[config.mk]
export PLATFORM = sky130hd
export DESIGN_NAME = decode_stage
export DESIGN_NICKNAME = d
export VERILOG_FILES = /design/src/verilog/decode_pkg.sv /design/src/verilog/prefix_scan.sv /design/src/verilog/opcode_table.sv /design/src/verilog/instr_fields.sv /design/src/verilog/register_select.sv /design/src/verilog/decode_stage.sv
export SDC_FILE = /design/constraint.sdc
export NUM_CORES = 1
export LEC_CHECK = 0
export BUFFER_PORTS_ARGS = -buffer_cell sky130_fd_sc_hd__buf_4
export CORE_UTILIZATION = 25
export CTS_BUF_LIST = sky130_fd_sc_hd__clkbuf_8
export DETAILED_ROUTE_END_ITERATION = 8
export GPL_TIMING_DRIVEN = 0
export PLACE_DENSITY = 0.42
export SLEW_MARGIN = 15
export SYNTH_ARGS = -nofsm -noshare
export SYNTH_HDL_FRONTEND = slang
export SYNTH_SLANG_ARGS = --single-unit
[constraint.sdc]
create_clock -name clk -period 26.9 [get_ports clk]
set_input_delay 5.38 -clock clk [delete_from_list [all_inputs] [get_ports clk]]
set_output_delay 5.38 -clock clk [all_outputs]
set_load 0.005 [all_outputs]
[src/verilog/decode_pkg.sv]
// ==========================================================
// Decode stage package
// Widths, opcode and prefix codes, and the stage structs
// ==========================================================
package decode_pkg;

  localparam int WINDOW_BYTES = 16;
  localparam int EIP_W        = 32;

  typedef logic [2:0] reg_idx_t;

  typedef enum logic [3:0] {
    ALU_NONE = 4'd0,
    ALU_ADD  = 4'd1,
    ALU_PASS = 4'd2
  } alu_op_t;

  // Prefix bytes
  localparam logic [7:0] PFX_REPNE = 8'hF2;
  localparam logic [7:0] PFX_CS    = 8'h2E;
  localparam logic [7:0] PFX_SS    = 8'h36;
  localparam logic [7:0] PFX_DS    = 8'h3E;
  localparam logic [7:0] PFX_ES    = 8'h26;
  localparam logic [7:0] PFX_FS    = 8'h64;
  localparam logic [7:0] PFX_GS    = 8'h65;
  localparam logic [7:0] PFX_SIZE  = 8'h66;
  localparam logic [7:0] PFX_0F    = 8'h0F;

  // Segment numbers
  localparam reg_idx_t SEG_ES = 3'd0;
  localparam reg_idx_t SEG_CS = 3'd1;
  localparam reg_idx_t SEG_SS = 3'd2;
  localparam reg_idx_t SEG_DS = 3'd3;
  localparam reg_idx_t SEG_FS = 3'd4;
  localparam reg_idx_t SEG_GS = 3'd5;

  localparam reg_idx_t REG_ESP = 3'd4;

  // Opcodes, one-byte map unless noted
  localparam logic [7:0] OP_ADD_RM_R    = 8'h01;
  localparam logic [7:0] OP_ADD_R_RM    = 8'h03;
  localparam logic [7:0] OP_ADD_EAX_IMM = 8'h05;
  localparam logic [7:0] OP_MOV_RM_R    = 8'h89;
  localparam logic [7:0] OP_MOV_R_RM    = 8'h8B;
  localparam logic [7:0] OP_MOV_R_IMM   = 8'hB8;
  localparam logic [7:0] OP_PUSH_R      = 8'h50;
  localparam logic [7:0] OP_POP_R       = 8'h58;
  localparam logic [7:0] OP_NOP         = 8'h90;
  localparam logic [7:0] OP_CALL_REL    = 8'hE8;
  localparam logic [7:0] OP_JMP_REL8    = 8'hEB;
  localparam logic [7:0] OP_HLT         = 8'hF4;
  localparam logic [7:0] OP_IRET        = 8'hCF;
  // 0F map
  localparam logic [7:0] OP_JZ_REL      = 8'h84;

  // Flag load mask, order OF DF SF ZF AF PF CF
  localparam logic [6:0] FLAGS_OSZAPC = 7'b101_1111;

  typedef struct packed {
    logic                        valid;
    logic [15:0]                 cs;
    logic [EIP_W-1:0]            eip;
    logic [WINDOW_BYTES*8-1:0]   bytes;
  } fetch_t;

  typedef struct packed {
    logic [2:0] count;
    logic       repne;
    logic       size_over;
    logic       map_0f;
    logic       seg_over;
    reg_idx_t   seg;
  } prefix_t;

  typedef struct packed {
    logic       legal;
    logic       modrm_pr;
    logic       reg_override;
    logic [2:0] imm_bytes;
    logic       sr1_rm;
    logic       sr2_rm;
    logic       sr1_needed;
    logic       sr2_needed;
    logic       ld_sr1;
    logic       ld_sr2;
    logic       esp_needed;
    logic       stack_read;
    logic       stack_write;
    alu_op_t    alu_op;
    logic [6:0] ld_flags;
    logic       eip_change;
    logic       hlt;
    logic       iret;
  } op_ctrl_t;

  typedef struct packed {
    logic [7:0]       opcode;
    logic [7:0]       modrm;
    logic [7:0]       sib;
    logic             sib_pr;
    logic [2:0]       disp_bytes;
    logic [31:0]      disp32;
    logic [31:0]      imm32;
    logic [4:0]       len;
    logic [EIP_W-1:0] eip_next;
  } fields_t;

  typedef struct packed {
    logic [EIP_W-1:0] eip;
    logic [15:0]      cs;
    prefix_t          prefix;
    op_ctrl_t         ctrl;
    fields_t          fields;
    reg_idx_t         in1;
    reg_idx_t         in2;
    reg_idx_t         dreg;
    logic             in1_needed;
    logic             in2_needed;
    logic             ld_reg;
    logic             mem_read;
    logic             ld_mem;
  } decode_t;

endpackage

[src/verilog/prefix_scan.sv]
// ==========================================================
// Prefix scan: counts and classifies leading prefix bytes
// ==========================================================
`timescale 1ns/1ps

module prefix_scan #(
  parameter int MAX_PREFIXES = 4
) (
  input  logic [decode_pkg::WINDOW_BYTES*8-1:0] window,
  output decode_pkg::prefix_t                   prefix
);
  import decode_pkg::*;

  logic [MAX_PREFIXES-1:0] hit_repne;
  logic [MAX_PREFIXES-1:0] hit_size;
  logic [MAX_PREFIXES-1:0] hit_0f;
  logic [MAX_PREFIXES-1:0] hit_es;
  logic [MAX_PREFIXES-1:0] hit_cs;
  logic [MAX_PREFIXES-1:0] hit_ss;
  logic [MAX_PREFIXES-1:0] hit_ds;
  logic [MAX_PREFIXES-1:0] hit_fs;
  logic [MAX_PREFIXES-1:0] hit_gs;
  logic [MAX_PREFIXES-1:0] is_pfx;
  logic [MAX_PREFIXES-1:0] run;
  logic [5:0]              seg_any;

  genvar g;
  for (g = 0; g < MAX_PREFIXES; g++) begin : g_byte
    logic [7:0] b;
    assign b = window[g*8 +: 8];
    assign hit_repne[g] = (b == PFX_REPNE);
    assign hit_size[g]  = (b == PFX_SIZE);
    assign hit_0f[g]    = (b == PFX_0F);
    assign hit_es[g]    = (b == PFX_ES);
    assign hit_cs[g]    = (b == PFX_CS);
    assign hit_ss[g]    = (b == PFX_SS);
    assign hit_ds[g]    = (b == PFX_DS);
    assign hit_fs[g]    = (b == PFX_FS);
    assign hit_gs[g]    = (b == PFX_GS);
    assign is_pfx[g] = hit_repne[g] | hit_size[g] | hit_0f[g] | hit_es[g] | hit_cs[g] |
                       hit_ss[g] | hit_ds[g] | hit_fs[g] | hit_gs[g];
    // Run stops at the first non-prefix byte
    if (g == 0) begin : g_first
      assign run[g] = is_pfx[g];
    end else begin : g_next
      assign run[g] = run[g-1] & is_pfx[g];
    end
  end

  // Segment hits inside the run, ES in bit 0
  assign seg_any = {|(hit_gs & run), |(hit_fs & run), |(hit_ds & run),
                    |(hit_ss & run), |(hit_cs & run), |(hit_es & run)};

  always_comb begin
    prefix           = '0;
    for (int i = 0; i < MAX_PREFIXES; i++) begin
      if (run[i]) begin
        prefix.count = prefix.count + 3'd1;
      end
    end
    prefix.repne     = |(hit_repne & run);
    prefix.size_over = |(hit_size & run);
    prefix.map_0f    = |(hit_0f & run);
    prefix.seg_over  = |seg_any;
    // Fixed priority, not byte order
    if (seg_any[0])      prefix.seg = SEG_ES;
    else if (seg_any[1]) prefix.seg = SEG_CS;
    else if (seg_any[2]) prefix.seg = SEG_SS;
    else if (seg_any[3]) prefix.seg = SEG_DS;
    else if (seg_any[4]) prefix.seg = SEG_FS;
    else if (seg_any[5]) prefix.seg = SEG_GS;
    else                 prefix.seg = SEG_ES;
  end

endmodule

[src/verilog/opcode_table.sv]
// ==========================================================
// Opcode table: control bundle for the supported subset
// ==========================================================
`timescale 1ns/1ps

module opcode_table (
  input  logic [7:0]           opcode,
  input  logic                 map_0f,
  input  logic                 size_over,
  output decode_pkg::op_ctrl_t ctrl
);
  import decode_pkg::*;

  logic       reg_group;
  logic [7:0] base_op;
  logic [2:0] imm_full;

  // PUSH, POP and MOV r,imm carry the register in bits 2:0
  assign reg_group = !map_0f && ((opcode[7:3] == OP_PUSH_R[7:3]) ||
                                 (opcode[7:3] == OP_POP_R[7:3])  ||
                                 (opcode[7:3] == OP_MOV_R_IMM[7:3]));
  assign base_op   = reg_group ? {opcode[7:3], 3'b000} : opcode;

  // Word-sized immediates shrink under 66
  assign imm_full  = size_over ? 3'd2 : 3'd4;

  always_comb begin
    ctrl        = '0;
    ctrl.alu_op = ALU_NONE;
    if (map_0f) begin
      if (opcode == OP_JZ_REL) begin
        ctrl.legal      = 1'b1;
        ctrl.imm_bytes  = imm_full;
        ctrl.eip_change = 1'b1;
      end
    end else begin
      case (base_op)
        OP_ADD_RM_R: begin
          ctrl.legal      = 1'b1;
          ctrl.modrm_pr   = 1'b1;
          ctrl.sr1_rm     = 1'b1;
          ctrl.sr1_needed = 1'b1;
          ctrl.sr2_needed = 1'b1;
          ctrl.ld_sr1     = 1'b1;
          ctrl.alu_op     = ALU_ADD;
          ctrl.ld_flags   = FLAGS_OSZAPC;
        end
        OP_ADD_R_RM: begin
          ctrl.legal      = 1'b1;
          ctrl.modrm_pr   = 1'b1;
          ctrl.sr2_rm     = 1'b1;
          ctrl.sr1_needed = 1'b1;
          ctrl.sr2_needed = 1'b1;
          ctrl.ld_sr1     = 1'b1;
          ctrl.alu_op     = ALU_ADD;
          ctrl.ld_flags   = FLAGS_OSZAPC;
        end
        OP_ADD_EAX_IMM: begin
          // No ModRM, so the reg field reads 0 which is EAX
          ctrl.legal      = 1'b1;
          ctrl.imm_bytes  = imm_full;
          ctrl.sr1_needed = 1'b1;
          ctrl.ld_sr1     = 1'b1;
          ctrl.alu_op     = ALU_ADD;
          ctrl.ld_flags   = FLAGS_OSZAPC;
        end
        OP_MOV_RM_R: begin
          ctrl.legal      = 1'b1;
          ctrl.modrm_pr   = 1'b1;
          ctrl.sr1_rm     = 1'b1;
          ctrl.sr2_needed = 1'b1;
          ctrl.ld_sr1     = 1'b1;
          ctrl.alu_op     = ALU_PASS;
        end
        OP_MOV_R_RM: begin
          ctrl.legal      = 1'b1;
          ctrl.modrm_pr   = 1'b1;
          ctrl.sr2_rm     = 1'b1;
          ctrl.sr2_needed = 1'b1;
          ctrl.ld_sr1     = 1'b1;
          ctrl.alu_op     = ALU_PASS;
        end
        OP_MOV_R_IMM: begin
          ctrl.legal        = 1'b1;
          ctrl.reg_override = 1'b1;
          ctrl.imm_bytes    = imm_full;
          ctrl.ld_sr1       = 1'b1;
          ctrl.alu_op       = ALU_PASS;
        end
        OP_PUSH_R: begin
          ctrl.legal        = 1'b1;
          ctrl.reg_override = 1'b1;
          ctrl.sr1_needed   = 1'b1;
          ctrl.esp_needed   = 1'b1;
          ctrl.stack_write  = 1'b1;
        end
        OP_POP_R: begin
          ctrl.legal        = 1'b1;
          ctrl.reg_override = 1'b1;
          ctrl.esp_needed   = 1'b1;
          ctrl.stack_read   = 1'b1;
        end
        OP_NOP: ctrl.legal = 1'b1;
        OP_CALL_REL: begin
          ctrl.legal       = 1'b1;
          ctrl.imm_bytes   = imm_full;
          ctrl.esp_needed  = 1'b1;
          ctrl.stack_write = 1'b1;
          ctrl.eip_change  = 1'b1;
        end
        OP_JMP_REL8: begin
          ctrl.legal      = 1'b1;
          ctrl.imm_bytes  = 3'd1;
          ctrl.eip_change = 1'b1;
        end
        OP_HLT: begin
          ctrl.legal = 1'b1;
          ctrl.hlt   = 1'b1;
        end
        OP_IRET: begin
          ctrl.legal      = 1'b1;
          ctrl.esp_needed = 1'b1;
          ctrl.stack_read = 1'b1;
          ctrl.iret       = 1'b1;
        end
        default: ctrl = '0;
      endcase
    end
  end

endmodule

[src/verilog/instr_fields.sv]
// ==========================================================
// Instruction fields: ModRM, SIB, displacement, immediate,
// instruction length and next EIP
// ==========================================================
`timescale 1ns/1ps

module instr_fields (
  input  logic [decode_pkg::WINDOW_BYTES*8-1:0] window,
  input  logic [decode_pkg::EIP_W-1:0]          eip,
  input  decode_pkg::prefix_t                   prefix,
  input  decode_pkg::op_ctrl_t                  ctrl,
  output decode_pkg::fields_t                   fields
);
  import decode_pkg::*;

  logic [4:0]  op_off;
  logic [4:0]  disp_off;
  logic [4:0]  imm_off;
  logic [4:0]  len;
  logic [31:0] op_word;
  logic [31:0] modrm_word;
  logic [31:0] sib_word;
  logic [31:0] disp_word;
  logic [31:0] imm_word;
  logic [7:0]  modrm;
  logic [1:0]  mod;
  logic [2:0]  rm;
  logic        sib_pr;
  logic [2:0]  disp_bytes;

  // Four bytes from a byte offset, little-endian, zero past the end
  function automatic logic [31:0] dword_at(input logic [WINDOW_BYTES*8-1:0] win,
                                           input logic [4:0]                off);
    logic [WINDOW_BYTES*8-1:0] shifted;
    shifted = win >> {off, 3'b000};
    return shifted[31:0];
  endfunction

  // Opcode sits right after the prefix run
  assign op_off     = {2'b00, prefix.count};
  assign op_word    = dword_at(window, op_off);
  assign modrm_word = dword_at(window, op_off + 5'd1);
  assign sib_word   = dword_at(window, op_off + 5'd2);

  assign modrm  = ctrl.modrm_pr ? modrm_word[7:0] : 8'h00;
  assign mod    = modrm[7:6];
  assign rm     = modrm[2:0];
  assign sib_pr = ctrl.modrm_pr && (mod != 2'b11) && (rm == 3'b100);

  always_comb begin
    disp_bytes = 3'd0;
    if (ctrl.modrm_pr) begin
      case (mod)
        2'b00:   disp_bytes = (rm == 3'b101) ? 3'd4 : 3'd0;
        2'b01:   disp_bytes = 3'd1;
        2'b10:   disp_bytes = 3'd4;
        default: disp_bytes = 3'd0;
      endcase
    end
  end

  assign disp_off  = op_off + 5'd1 + {4'd0, ctrl.modrm_pr} + {4'd0, sib_pr};
  assign imm_off   = disp_off + {2'b00, disp_bytes};
  assign len       = imm_off + {2'b00, ctrl.imm_bytes};
  assign disp_word = dword_at(window, disp_off);
  assign imm_word  = dword_at(window, imm_off);

  always_comb begin
    fields            = '0;
    fields.opcode     = op_word[7:0];
    fields.modrm      = modrm;
    fields.sib        = sib_pr ? sib_word[7:0] : 8'h00;
    fields.sib_pr     = sib_pr;
    fields.disp_bytes = disp_bytes;
    fields.disp32     = (disp_bytes != 3'd0) ? disp_word : 32'h0;
    fields.imm32      = (ctrl.imm_bytes != 3'd0) ? imm_word : 32'h0;
    fields.len        = len;
    fields.eip_next   = eip + EIP_W'(len);
  end

endmodule

[src/verilog/register_select.sv]
// ==========================================================
// Register select: source/dest specifiers, memory controls
// ==========================================================
`timescale 1ns/1ps

module register_select (
  input  decode_pkg::op_ctrl_t ctrl,
  input  logic [7:0]           modrm,
  input  logic [7:0]           opcode,
  output decode_pkg::reg_idx_t in1,
  output decode_pkg::reg_idx_t in2,
  output decode_pkg::reg_idx_t dreg,
  output logic                 in1_needed,
  output logic                 in2_needed,
  output logic                 ld_reg,
  output logic                 mem_read,
  output logic                 ld_mem
);
  import decode_pkg::*;

  reg_idx_t reg_f;
  reg_idx_t rm;
  logic     mem_form;
  logic     rm_src;
  logic     mem_dest;
  logic     pop_op;

  assign reg_f = ctrl.reg_override ? opcode[2:0] : modrm[5:3];
  assign rm    = modrm[2:0];

  // r/m names memory unless mod is 11
  assign mem_form = ctrl.modrm_pr && (modrm[7:6] != 2'b11);

  assign in1  = ctrl.sr1_rm ? rm : reg_f;
  assign in2  = ctrl.esp_needed ? REG_ESP : (ctrl.sr2_rm ? rm : reg_f);
  assign dreg = in1;

  assign in1_needed = ctrl.sr1_needed;
  assign in2_needed = ctrl.sr2_needed | ctrl.esp_needed;

  assign rm_src   = (ctrl.sr1_rm & ctrl.sr1_needed) | (ctrl.sr2_rm & ctrl.sr2_needed);
  assign mem_dest = ctrl.ld_sr1 & ctrl.sr1_rm & mem_form;
  // POP writes the register named in the opcode
  assign pop_op   = ctrl.stack_read & ctrl.reg_override;

  assign ld_reg   = (ctrl.ld_sr1 & ~mem_dest) | pop_op;
  assign mem_read = ctrl.stack_read | (rm_src & mem_form);
  assign ld_mem   = ctrl.stack_write | mem_dest;

endmodule

[src/verilog/decode_stage.sv]
// ==========================================================
// Decode stage top: prefix scan, table lookup, field
// extraction and the stall-held output register
// ==========================================================
`timescale 1ns/1ps

module decode_stage #(
  parameter int MAX_PREFIXES = 4
) (
  input  logic                clk,
  input  logic                reset,
  input  logic                stall,
  input  decode_pkg::fetch_t  fetch,
  output decode_pkg::decode_t dec,
  output logic                dec_valid
);
  import decode_pkg::*;

  prefix_t  prefix;
  op_ctrl_t ctrl;
  fields_t  fields;
  reg_idx_t in1;
  reg_idx_t in2;
  reg_idx_t dreg;
  logic     in1_needed;
  logic     in2_needed;
  logic     ld_reg;
  logic     mem_read;
  logic     ld_mem;
  decode_t  dec_next;

  prefix_scan #(
    .MAX_PREFIXES(MAX_PREFIXES)
  ) u_prefix_scan (
    .window (fetch.bytes),
    .prefix (prefix)
  );

  instr_fields u_instr_fields (
    .window (fetch.bytes),
    .eip    (fetch.eip),
    .prefix (prefix),
    .ctrl   (ctrl),
    .fields (fields)
  );

  opcode_table u_opcode_table (
    .opcode    (fields.opcode),
    .map_0f    (prefix.map_0f),
    .size_over (prefix.size_over),
    .ctrl      (ctrl)
  );

  register_select u_register_select (
    .ctrl       (ctrl),
    .modrm      (fields.modrm),
    .opcode     (fields.opcode),
    .in1        (in1),
    .in2        (in2),
    .dreg       (dreg),
    .in1_needed (in1_needed),
    .in2_needed (in2_needed),
    .ld_reg     (ld_reg),
    .mem_read   (mem_read),
    .ld_mem     (ld_mem)
  );

  always_comb begin
    dec_next            = '0;
    dec_next.eip        = fetch.eip;
    dec_next.cs         = fetch.cs;
    dec_next.prefix     = prefix;
    dec_next.ctrl       = ctrl;
    dec_next.fields     = fields;
    dec_next.in1        = in1;
    dec_next.in2        = in2;
    dec_next.dreg       = dreg;
    dec_next.in1_needed = in1_needed;
    dec_next.in2_needed = in2_needed;
    dec_next.ld_reg     = ld_reg;
    dec_next.mem_read   = mem_read;
    dec_next.ld_mem     = ld_mem;
  end

  // Output stage holds while stalled
  always_ff @(posedge clk) begin
    if (reset) begin
      dec_valid <= 1'b0;
      dec       <= '0;
    end else if (!stall) begin
      dec_valid <= fetch.valid;
      dec       <= dec_next;
    end
  end

endmodule

==> results.py <==
metrics = {
    "outcome": {
        "outcome": "finished clean",
    },
    "global_route": {
        "grt_antenna_before_repair": 4,
        "grt_start_max_net_pins": 13,
        "grt_pass1_vias": 19877,
        "grt_pass1_wl_um": 153000,
        "grtUsageTotal_pct": 30.0,
        "grt.overflow.total": 0,
    },
    "synth": {
        "ys_types": 85,
        "yosys-top-cells-area": "dfxtp_1 (24%), mux2i_1 (13%), mux4_2 (8.6%), a21oi_1 (5.7%), nand2_1 (5.6%)",
        "synth_top_cell_area_share_pct": 24.4,
        "synthesis.area_mm2": 0.0176,
        "synth_edf_count": 0,
        "yosysMostFrequentCell": "nand2_1",
        "synthFlopType": "dfxtp_1",
        "ys_seq_area_share_pct": 24.4,
        "synth_warnings": 0,
        "ys_top_cells_by_count": "nand2_1 (263), nor2_1 (234), mux2i_1 (222)",
        "async_reset_ff_share_pct": 0,
        "synth_largest_area_cell": "dfxtp_1",
        "synth-seq-cells": 215,
        "post_synth.cell_area_avg_um2": 7.89,
        "synthCells": 2233,
    },
    "sta": {
        "tightest_slew_ps": 1360,
        "whs_ps": 453,
        "skew_ps": 0,
        "fin_crit_ps": 18250,
        "tns_ps": 0,
        "setup_violations": 0,
        "rsz0062_at_grt": "false",
        "max_freq_mhz": 54.8,
        "hold_viol": 0,
        "drv_slew": 0,
        "relSlewSlack_pct": 9.01,
        "period_share_pct": 67.8,
    },
    "power": {
        "combPwrFrac_pct": 26.4,
        "p_seq_share_pct": 35.4,
        "power.density_mw_per_mm2": 41.5,
        "p_switching_uw": 326,
        "p_int_uw": 618,
        "power_leakage_uw": 0.00941,
        "irDropWorstVdd_mv": 0.0263,
        "clockPowerShare_pct": 38.2,
        "swShare_pct": 34.5,
    },
    "layout": {
        "fillCellCount": 7501,
        "nNetsFinal": 2878,
        "multi_input_area_mm2": 0.0122,
        "syn2layout_area_growth_pct": 29.0,
        "final_util_pct": 32.8,
        "drive_above_1_share_pct": 24.0,
        "regArea_mm2": 0.00430,
    },
    "worst_setup_path": {
        "cp_max_fo": 10,
        "cpPeakStageDelay_ps": 660,
        "critPathArrivalTime_ps": 18770,
        "crit_required_ps": 27420,
        "critical_path_class": "in2reg",
        "cp_slowest_cell": "clkbuf_1",
        "worst_setup_path_end_kind": "flop",
        "start_kind": "input port",
    },
    "clocking": {
        "cts_resized": 0,
        "hold_buffers": 0,
        "clock_path_buffers": 3,
        "cts.sinks": 215,
        "tritoncts": "yes",
        "cts_setup_buffers": 0,
        "clkSlewWorstSetupHoldPaths_ps": 60,
        "root_buffer": "clkbuf_8",
        "numCtsBuffers": 44,
        "clk_latency_ps": 610,
        "h-tree-depth": 2,
    },
    "floorplan": {
        "die_width_um": 267,
        "design.core.area_mm2": 0.0692,
        "start_util_pct": 25.5,
        "die_y_um": 267,
        "ioPinCount": 411,
        "rows": 96,
        "die_area_mm2": 0.0715,
    },
    "routing": {
        "drtPass1Iterations": 5,
        "routed_via_density": 5.66,
        "drt-total-wl_um": 110000,
        "drc": 0,
        "wl_met3_um": 9550,
        "drt_iter0_drc": 2247,
        "wl_met2_um": 49400,
        "drt-met1-wl_um": 47200,
        "ant_nets": 0,
        "vias": 20650,
        "top_layer": "met5",
        "wl_per_cell_um": 30.3,
    },
    "place": {
        "portBuffers": 396,
        "gp_congestion": 0.991,
        "place_hpwl_um": 85400,
    },
    "hold_path": {
        "hold_path_class": "reg2reg",
    },
    "run": {
        "cap_viol_max_count": 0,
    },
}
## worst paths after layout
check / startpoint / to / slack, ps / cells past startpoint
max: fetch[12] / dec[40]$_SDFFE_PP0N_ / 8650 / 43
min: dec[70]$_SDFFE_PP0N_ / dec[70]$_SDFFE_PP0N_ / 450 / 2
max reg2reg: dec[26]$_SDFFE_PP0N_ / dec[26]$_SDFFE_PP0N_ / 26030 / 2
min reg2reg: dec[70]$_SDFFE_PP0N_ / dec[70]$_SDFFE_PP0N_ / 450 / 2
## cells by family after synthesis
kind of cell               count (synthesis)  synth area share, %
AOI/OAI and AO/OA                        622                 22.4
xor gates and xnor gates                  14                0.696
adders and majority gates                 17                 1.34
buffers and inverters                    256                 6.47
DFF                                      215                 24.4
muxes                                    337                 24.3
other                                      1               0.0213
and+or+nand+nor                          771                 20.4
## power groups by stage
stage	Sequential, uW	Combinational [uW]	Clock (uW)
floorplan	340	116	0
global placement	341	243	0
detailed placement	341	243	0
CTS	334	243	372
global route	335	260	387
finish	334	250	360
## sequential cells by signal (all words and copies together) (netlist names)
name / cells
dec: 214
dec_valid: 1
## area by class of cell
class / instances / area share, %
clock buffer: 56 / 3.39
inverter: 33 / 0.545
multi-input combinational: 1766 / 53.6
sequential: 215 / 19.0
timing repair buffer: 398 / 13.2
clock inverter: 23 / 0.650
antenna: 4 / 0.0441
tap: 931 / 5.13
buffer: 223 / 4.47
## layout by cell type (no fill, tap or decap), types with 9 or more instances in the layout
cell and count:
a211o_1 9, a211oi_1 75, a21oi_1 200, a221oi_1 11
a22o_1 34, a22oi_1 9, a311oi_1 9, a31oi_1 23
and3_1 27, buf_1 20, buf_2 25, buf_4 413
buf_6 11, clkbuf_1 150, clkbuf_8 56, dfxtp_1 215
ha_1 14, inv_1 39, mux2_2 43, mux2i_1 222
mux4_2 67, nand2_1 263, nand2b_1 25, nand3_1 59
nand3b_1 9, nor2_1 233, nor2b_1 54, nor3_1 38
o211ai_1 27, o21ai_0 112, o21ai_1 39, o311ai_0 9
## per-layer routing
layer,vias up,global-route usage [%]
met5,-,0
li1,9075,-
met2,1107,46.7
met1,10254,40.2
met4,4,11.2
met3,210,6.40
## worst max-delay path, delay by kind of cell
family	cells	cell delay, ps
compound gates	10	2790
mux	1	310
fa+ha+maj	6	1840
simple gates	6	1950
buf+inv	17	5720
xor+xnor	3	740
## through the flow
| stage | worst slack [ps] | cells | instance area, um^2 | power, uW |
|---|---|---|---|---|
| floorplan | 11630 | 2237 | 17600 | 456 |
| global placement | 8520 | 3564 | 21800 | 584 |
| detailed placement | 8350 | 3566 | 21800 | 583 |
| CTS | 9000 | 3645 | 22700 | 950 |
| global route | 8020 | 3646 | 22700 | 982 |
| finish | 8650 | 3649 | 22700 | 944 |
Power figures use the tool's default switching activity.
